### src/hw/cop_macros.svh
// Word width, CPR count and instruction field position macros
`ifndef COP_MACROS_SVH
`define COP_MACROS_SVH

// --------------------------------------------------
// Data path sizes
// --------------------------------------------------
`define COP_XLEN        32      // Data word width
`define COP_NCPRS       16      // Number of CPRs

// --------------------------------------------------
// Instruction field low bits
// --------------------------------------------------
`define COP_OP_LSB      0       // op   [2:0]
`define COP_CRD_LSB     4       // crd  [7:4]
`define COP_CRS1_LSB    8       // crs1 [11:8]
`define COP_CRS2_LSB    12      // crs2 [15:12]
`define COP_GRD_LSB     16      // GPR destination [20:16]

`endif

### src/hw/cop_isa_pkg.sv
// ISA package with word and index typedefs, operation and result enums
`include "cop_macros.svh"

package cop_isa_pkg;

    // --------------------------------------------------
    // Plain vectors
    // --------------------------------------------------
    typedef logic [`COP_XLEN-1:0]          cop_word_t;  // Data word
    typedef logic [31:0]                   cop_insn_t;  // Instruction encoding
    typedef logic [$clog2(`COP_NCPRS)-1:0] cpr_idx_t;   // CPR index
    typedef logic [4:0]                    gpr_idx_t;   // CPU GPR index

    // --------------------------------------------------
    // Operation codes, op field of the encoding
    // --------------------------------------------------
    // Codes 5 to 7 have no entry and decode as illegal
    typedef enum logic [2:0] {
        OP_MV2COP = 3'd0,   // crd <- rs1
        OP_MV2GPR = 3'd1,   // GPR <- crs1
        OP_ADD    = 3'd2,   // crd <- crs1 + crs2
        OP_XOR    = 3'd3,   // crd <- crs1 ^ crs2
        OP_ROTL   = 3'd4    // crd <- crs1 rotl crs2[4:0]
    } cop_op_t;

    // Result code returned with every response
    typedef enum logic [2:0] {
        RES_OK       = 3'd0,
        RES_ABORTED  = 3'd1,    // CPU aborted at request time
        RES_BAD_INSN = 3'd2     // Unknown op code
    } cop_result_t;

endpackage

### src/hw/cop_trace_pkg.sv
// Trace package with CPR snapshot, transaction record and checker state enum
`include "cop_macros.svh"

package cop_trace_pkg;

    // Whole CPR file, entry i is CPR i
    typedef cop_isa_pkg::cop_word_t [`COP_NCPRS-1:0] cpr_snap_t;

    // --------------------------------------------------
    // One completed instruction as seen on the pins
    // --------------------------------------------------
    typedef struct packed {
        cop_isa_pkg::cop_insn_t   insn_enc;  // Encoding at accept
        cop_isa_pkg::cop_word_t   rs1;       // RS1 at accept
        logic                     aborted;   // abort_req at accept
        cpr_snap_t                pre;       // CPRs before execute
        cpr_snap_t                post;      // CPRs at completion
        cop_isa_pkg::cop_result_t result;
        logic                     wen;
        cop_isa_pkg::gpr_idx_t    waddr;
        cop_isa_pkg::cop_word_t   wdata;
    } cop_txn_t;

    // Checker state
    typedef enum logic {
        CHK_IDLE  = 1'b0,   // No record last cycle
        CHK_CHECK = 1'b1    // Record checked last cycle
    } chk_state_t;

endpackage

### src/hw/cop_trace_capture.sv
// Transaction capture: pre state at accept, post state and results at completion
module cop_trace_capture (
    input  logic                     g_clk,
    input  logic                     g_resetn,
    input  logic                     insn_req,
    input  logic                     insn_ack,
    input  logic                     abort_req,
    input  cop_isa_pkg::cop_insn_t   insn_enc,
    input  cop_isa_pkg::cop_word_t   rs1,
    input  logic                     insn_rsp,
    input  logic                     rsp_ack,
    input  logic                     wen,
    input  cop_isa_pkg::gpr_idx_t    waddr,
    input  cop_isa_pkg::cop_word_t   wdata,
    input  cop_isa_pkg::cop_result_t result,
    input  cop_trace_pkg::cpr_snap_t cprs,
    output logic                     txn_valid,  // One cycle per completed record
    output cop_trace_pkg::cop_txn_t  txn
);

    logic                     accept;
    logic                     complete;
    logic                     pend_q;           // Pre state held, response due
    cop_isa_pkg::cop_insn_t   pend_enc;
    cop_isa_pkg::cop_word_t   pend_rs1;
    logic                     pend_abort;
    cop_trace_pkg::cpr_snap_t pend_pre;

    assign accept   = insn_req && insn_ack;
    assign complete = insn_rsp && rsp_ack;

    // --------------------------------------------------
    // Pending pre-instruction state
    // --------------------------------------------------
    always_ff @(posedge g_clk) begin
        if (accept) begin
            pend_enc   <= insn_enc;
            pend_rs1   <= rs1;
            pend_abort <= abort_req;
            pend_pre   <= cprs;                 // CPRs before the write
        end
    end

    // Record only responses that had a captured request
    always_ff @(posedge g_clk) begin
        if (!g_resetn) begin
            pend_q    <= 1'b0;
            txn_valid <= 1'b0;
        end else begin
            txn_valid <= complete && pend_q;
            if (accept) begin
                pend_q <= 1'b1;
            end else if (complete) begin
                pend_q <= 1'b0;
            end
        end
    end

    // --------------------------------------------------
    // Completed record
    // --------------------------------------------------
    always_ff @(posedge g_clk) begin
        if (complete) begin
            txn.insn_enc <= pend_enc;
            txn.rs1      <= pend_rs1;
            txn.aborted  <= pend_abort;
            txn.pre      <= pend_pre;
            txn.post     <= cprs;               // Written at execute
            txn.result   <= result;
            txn.wen      <= wen;
            txn.waddr    <= waddr;
            txn.wdata    <= wdata;
        end
    end

endmodule

### config.mk
export PLATFORM = sky130hd
export DESIGN_NAME = cop_trace_capture
export DESIGN_NICKNAME = d
export VERILOG_FILES = /design/src/hw/cop_isa_pkg.sv /design/src/hw/cop_trace_pkg.sv /design/src/hw/cop_trace_capture.sv
export VERILOG_INCLUDE_DIRS = /design/src /design/src/hw
export SDC_FILE = /design/constraint.sdc
export NUM_CORES = 1
export LEC_CHECK = 0
export CORE_AREA = 2 2 693 695
export CTS_CLUSTER_DIAMETER = 120
export CTS_CLUSTER_SIZE = 20
export DETAILED_ROUTE_END_ITERATION = 12
export DIE_AREA = 0 0 695 697
export DONT_BUFFER_PORTS = 1
export PLACE_DENSITY = 0.34
export SYNTH_ARGS = -nofsm -noshare
export SYNTH_HDL_FRONTEND = slang
export SYNTH_SLANG_ARGS = --single-unit
### constraint.sdc
create_clock -name g_clk -period 24 [get_ports g_clk]
set_input_delay 2.4 -clock g_clk [delete_from_list [all_inputs] [get_ports g_clk]]
set_output_delay 2.4 -clock g_clk [all_outputs]
set_load 0.01 [all_outputs]
==> impl_metrics.ini, run 1 <==
[status]
status = finished clean

[timing]
slew_headroom_pct = 30.6
hold_viol_final = 0
skew_ps = 43.8
setup_violations = 0
fmax_ghz = 0.142
slew_violations = 0
min_period_over_period_pct = 29.4
grt_setup_unrepaired = false
period_needed_ps = 7050
worst_pin_slew_ps = 1040
fin_setup_tns_ps = 0

[global_routing]
grt_pass1_wl_um = 313000
grt_pass1_vias = 19000
grt-ovfl-total = 0
grt_max_degree = 130
grtUsageTotal_pct = 10.5
grt_antenna_before_repair = 178

[power_and_ir_drop]
p_leak_nw = 17.7
peakVddDrop_uv = 54.9
powerDensity_nw_per_um2 = 89.6

[layout]
final_cells = 8343
final_area_sq_um = 62700
final_cell_mix = edfxtp_1, clkbuf_16, buf_4
final_nets = 2481
layout-drive-gt1-share_pct = 8.78
utilization_pct = 13.2
final_common_cell = edfxtp_1
syn_to_final_growth_pct = 22.2

[detailed_routing]
drc = 0
dr_total_vias = 20300
viasPerCell = 2.43
wl_um = 268000
drtIter0Drc = 2654
wl_per_cell_um = 32.1
postRouteAntennaNets = 0
drt_pass1_iterations = 8

[logic_synthesis]
ys_warn_count = 0
syn_inst = 1714
synth_top_area_share_pct = 99.9
yosysTopAreaCell = edfxtp_1
synth_cell_types = 7
syn-num-nets = 2338
syn_area_sq_um = 51300
synth-seq-area-share_pct = 99.9
synth_area_per_cell_sq_um = 29.9
ys_ff_latch = 1709
yosys-top-cells-area = edfxtp_1, dfxtp_1, and2_4

[clock_network]
cts.clk_slew.worst_paths_ps = 90
cts_buffer_depth = 4
cts_tree = yes
cts_hold_buf = 0
ctsResizeCount = 0
clockRootBuffer = clkbuf_16
clk_latency_ps = 850
post_cts_buffers = 0
cts_htree_levels = 3
cts_buffers = 107
clkSinkCount = 1709

[placed_design]
port_buffers = 0
gp_congestion = 0.871
dp.cells = 8148
hpwl_um = 222000
postPlaceCellArea_sq_um = 59600

[hold_path]
worstHoldPathType = flip-flop to flip-flop

[floorplan]
start_util_pct = 10.8
die_w_um = 695
fp.coreArea_sq_um = 477000
io_pins = 1755
die_area_sq_um = 484000
rows = 254
die_h_um = 697

[job]
drv_cap = 0

[setup_path]
end_kind = flip-flop
crit_chain = and2_4 -> buf_4 -> buf_4 -> buf_4 -> buf_4 -> buf_4 -> buf_4
cpMostUsedCell = buf_4
cp.arrival_ps = 7510
critPathSlowestCell = buf_4
critPathMaxStageDelay_ps = 770
crit_fanout = 66
critPathRequiredTime_ps = 24460
start_kind = input port
critical_path_class = input port to flip-flop
-- state kept, by name, indices dropped and copies added (netlist names) --
register / flops
txn: 1130
pend_q: 1
pend_pre: 512
pend_abort: 1
pend_rs1: 32
pend_enc: 32
txn_valid: 1
-- metrics by stage --
stage | total power, mW | hold WS [ps] | setup WS [ps]
floorplan | 3.72 | 400 | 7630
global placement | 3.84 | 400 | 16150
detailed placement | 3.83 | 405 | 16070
CTS | 5.74 | 401 | 16990
global route | 5.82 | 412 | 16580
finish | 5.62 | 400 | 16950
-- layer usage --
metal  up-vias  wire (um)  track usage (%)
met5         -        220                0
met4        32       9910             3.35
met3       364      29000             4.47
met2      1547     128000             17.5
met1     11100     101000             12.1
li1       7292          -                -
-- cells in the mapped netlist --
cell type / count
dfxtp_1: 2
edfxtp_1: 1707
o2bb2ai_1: 1
and2_4: 1
and3_1: 1
nand2_1: 1
and2_1: 1
-- cells by family (layout without fill, tap and decap cells) --
kind of cell | Yosys count | after routing | synth area share, %
DFF | 1709 | 1709 | 99.9
other | 0 | 64 | 0
buffers and inverters | 0 | 165 | 0
AOI/OAI and AO/OA | 1 | 1 | 0.0171
and+or+nand+nor | 4 | 4 | 0.0488
-- worst paths after layout --
check | from | endpoint | slack (ps) | cells past startpoint
min | pend_pre[33] | txn[586] | 400 | 0
max reg2reg | pend_pre[304] | txn[857] | 22950 | 0
min reg2reg | pend_pre[33] | txn[586] | 400 | 0
max | insn_rsp | txn[350] | 16950 | 7
-- final cells by class --
cell class	instances	area (sq um)
Clock buffer	109	2730
Multi-Input combinational cell	5	36.3
Antenna cell	64	160
Timing Repair Buffer	34	268
Tap cell	6400	8010
Clock inverter	22	248
Sequential cell	1709	51300
Fill cell	52400	414000
-- where the power goes --
| group | switching [mW] | leakage (nW) | internal, mW |
|---|---|---|---|
| Clock | 1.03 | 1.45 | 0.834 |
| Combinational | 0.0631 | 0.194 | 0.00381 |
| Sequential | 0.202 | 16.0 | 3.49 |
-- worst max-delay path, delay by kind of cell --
family | cells | cell delay [ps]
buffers and inverters | 6 | 4200
AND/OR/NAND/NOR | 1 | 620
Power figures use the tool's default switching activity.
==> run 2: changes to the inputs <==
- clock period: 24 -> 6.6 ns (I/O delays scaled with it)
==> run 2 against run 1 <==
Net effect:
- worst hold slack got worse by 84 ps
- register-to-register slack got worse by 18000 ps
- die area unchanged
- final cell count increased by 7.5%
- critical path depth decreased by 7
- clock-buffer cell count increased by 26
- non-clock buffer count increased by 628
- critical path type is now flip-flop to output port
- critical endpoint is now txn[673]
- total power increased to 3.8 times the previous value
==> impl_metrics.ini, run 2 (synthesis gave the netlist of run 1 again) <==
[timing]
fmax_ghz = 0.407
period_needed_ps = 2460
slew_headroom_pct = 32.4
worst_pin_slew_ps = 1010
fin_setup_tns_ps = 0
setup_violations = 0
grt_setup_unrepaired = false
holdWs_ps = 316
slew_violations = 0
min_period_over_period_pct = 37.2
skew_ps = 39.1
hold_viol_final = 0

[clock_network]
clockRootBuffer = clkbuf_16
clk_latency_ps = 880
ctsResizeCount = 0
clkSinkCount = 1709
cts.clk_slew.worst_paths_ps = 90
post_cts_buffers = 0
cts_buffer_depth = 4
cts_buffers = 114
cts_tree = yes
cts_htree_levels = 3

[power_and_ir_drop]
peakVddDrop_uv = 200
p_leak_nw = 20.5
powerDensity_nw_per_um2 = 310

[placed_design]
hpwl_um = 223000
port_buffers = 0
gp_congestion = 0.879

[global_routing]
grt_antenna_before_repair = 190
grtUsageTotal_pct = 10.9
grt-ovfl-total = 0
grt_pass1_wl_um = 330000
grt_max_degree = 151
grt_pass1_vias = 22500

[detailed_routing]
wl_um = 278000
drt_pass1_iterations = 5
postRouteAntennaNets = 0
drtIter0Drc = 2570
drc = 0
dr_total_vias = 23400
viasPerCell = 2.61
wl_per_cell_um = 31.0

[floorplan]
rows = 254
io_pins = 1755
start_util_pct = 10.8
fp.coreArea_sq_um = 477000
die_w_um = 695
die_h_um = 697
die_area_sq_um = 484000

[setup_path]
critPathRequiredTime_ps = 5940
cp.arrival_ps = 1800
r2r_start = pend_pre[253]
worstSetupStartpoint = txn[673]
end_kind = output port
start_kind = flip-flop
critical_path_class = flip-flop to output port
crit_fanout = 1

[layout]
largest_reg_flops = 1130
largest-register = txn
final_nets = 3116
final_cell_mix = edfxtp_1, dlygate4sd3_1, clkbuf_16
layout-drive-gt1-share_pct = 7.33
syn_to_final_growth_pct = 35.4
final_common_cell = edfxtp_1
regArea_sq_um = 51300
nFillCells = 52000
reg_top3 = txn (1130), pend_pre (512)
multi_input_area_sq_um = 36.3

[job]
drv_cap = 0

[hold_path]
worstHoldPathType = input port to flip-flop
min_from = insn_ack

[status]
status = finished clean
[run 2: cell count changes in the layout (fill, tap and decap cells not counted), sizes merged]
cell         change
inv             +10
clkinv           -1
dlygate4sd3    +619
clkbuf          +26
diode           -29
clkinvlp         -4
bufinv           -1
buf              +9
[run 2: per-layer routing]
layer	track usage, %	share of wire [%]
met1	12.9	39
met2	18.6	48
met3	4.10	9.2
met4	2.73	3.0
met5	0	0.16
[run 2: metrics by stage]
| step | power, mW | instances | setup WS, ps | utilization (%) | cell area, sq um |
|---|---|---|---|---|---|
| 2_1_floorplan | 13.5 | 1714 | -2360 | - | 51300 |
| 3_3_place_gp | 14.0 | 8157 | 3550 | 12.5 | 59800 |
| 3_5_place_dp | 14.0 | 8157 | 3500 | 12.5 | 59800 |
| 4_1_cts | 22.0 | 8937 | 3980 | 14.5 | 69400 |
| 5_1_grt | 22.4 | 8951 | 3920 | 14.6 | 69400 |
| 6_report | 21.6 | 8972 | 4140 | 14.6 | 69500 |
[run 2: what timing repair did]
item | in CTS | in global routing
endpoints found under the hold margin | 1132 | 0
setup endpoints to repair | 0 | 0
hold buffers | 619 | 0
[run 2: area by class of cell]
type                            instances  area share (%)
Antenna cell                           35           0.126
Clock buffer                          135            4.25
Clock inverter                         26           0.636
Multi-Input combinational cell          5          0.0522
Sequential cell                      1709            73.8
Tap cell                             6400            11.5
Timing Repair Buffer                  662            9.60
[run 2: power breakdown]
| part | total, mW | internal (mW) | switching (mW) |
|---|---|---|---|
| Sequential | 13.4 | 12.7 | 0.764 |
| Clock | 7.33 | 3.29 | 4.04 |
| Combinational | 0.804 | 0.277 | 0.527 |
| Total | 21.6 | 16.2 | 5.33 |
[run 2: worst paths after layout]
path | end | slack, ps | depth (start not counted)
worst min register to register | txn[732] | 410 | 0
worst max-delay path | txn[673] | 4140 | 0
worst min-delay path | pend_pre[392] | 320 | 1
worst max register to register | txn[806] | 5370 | 0
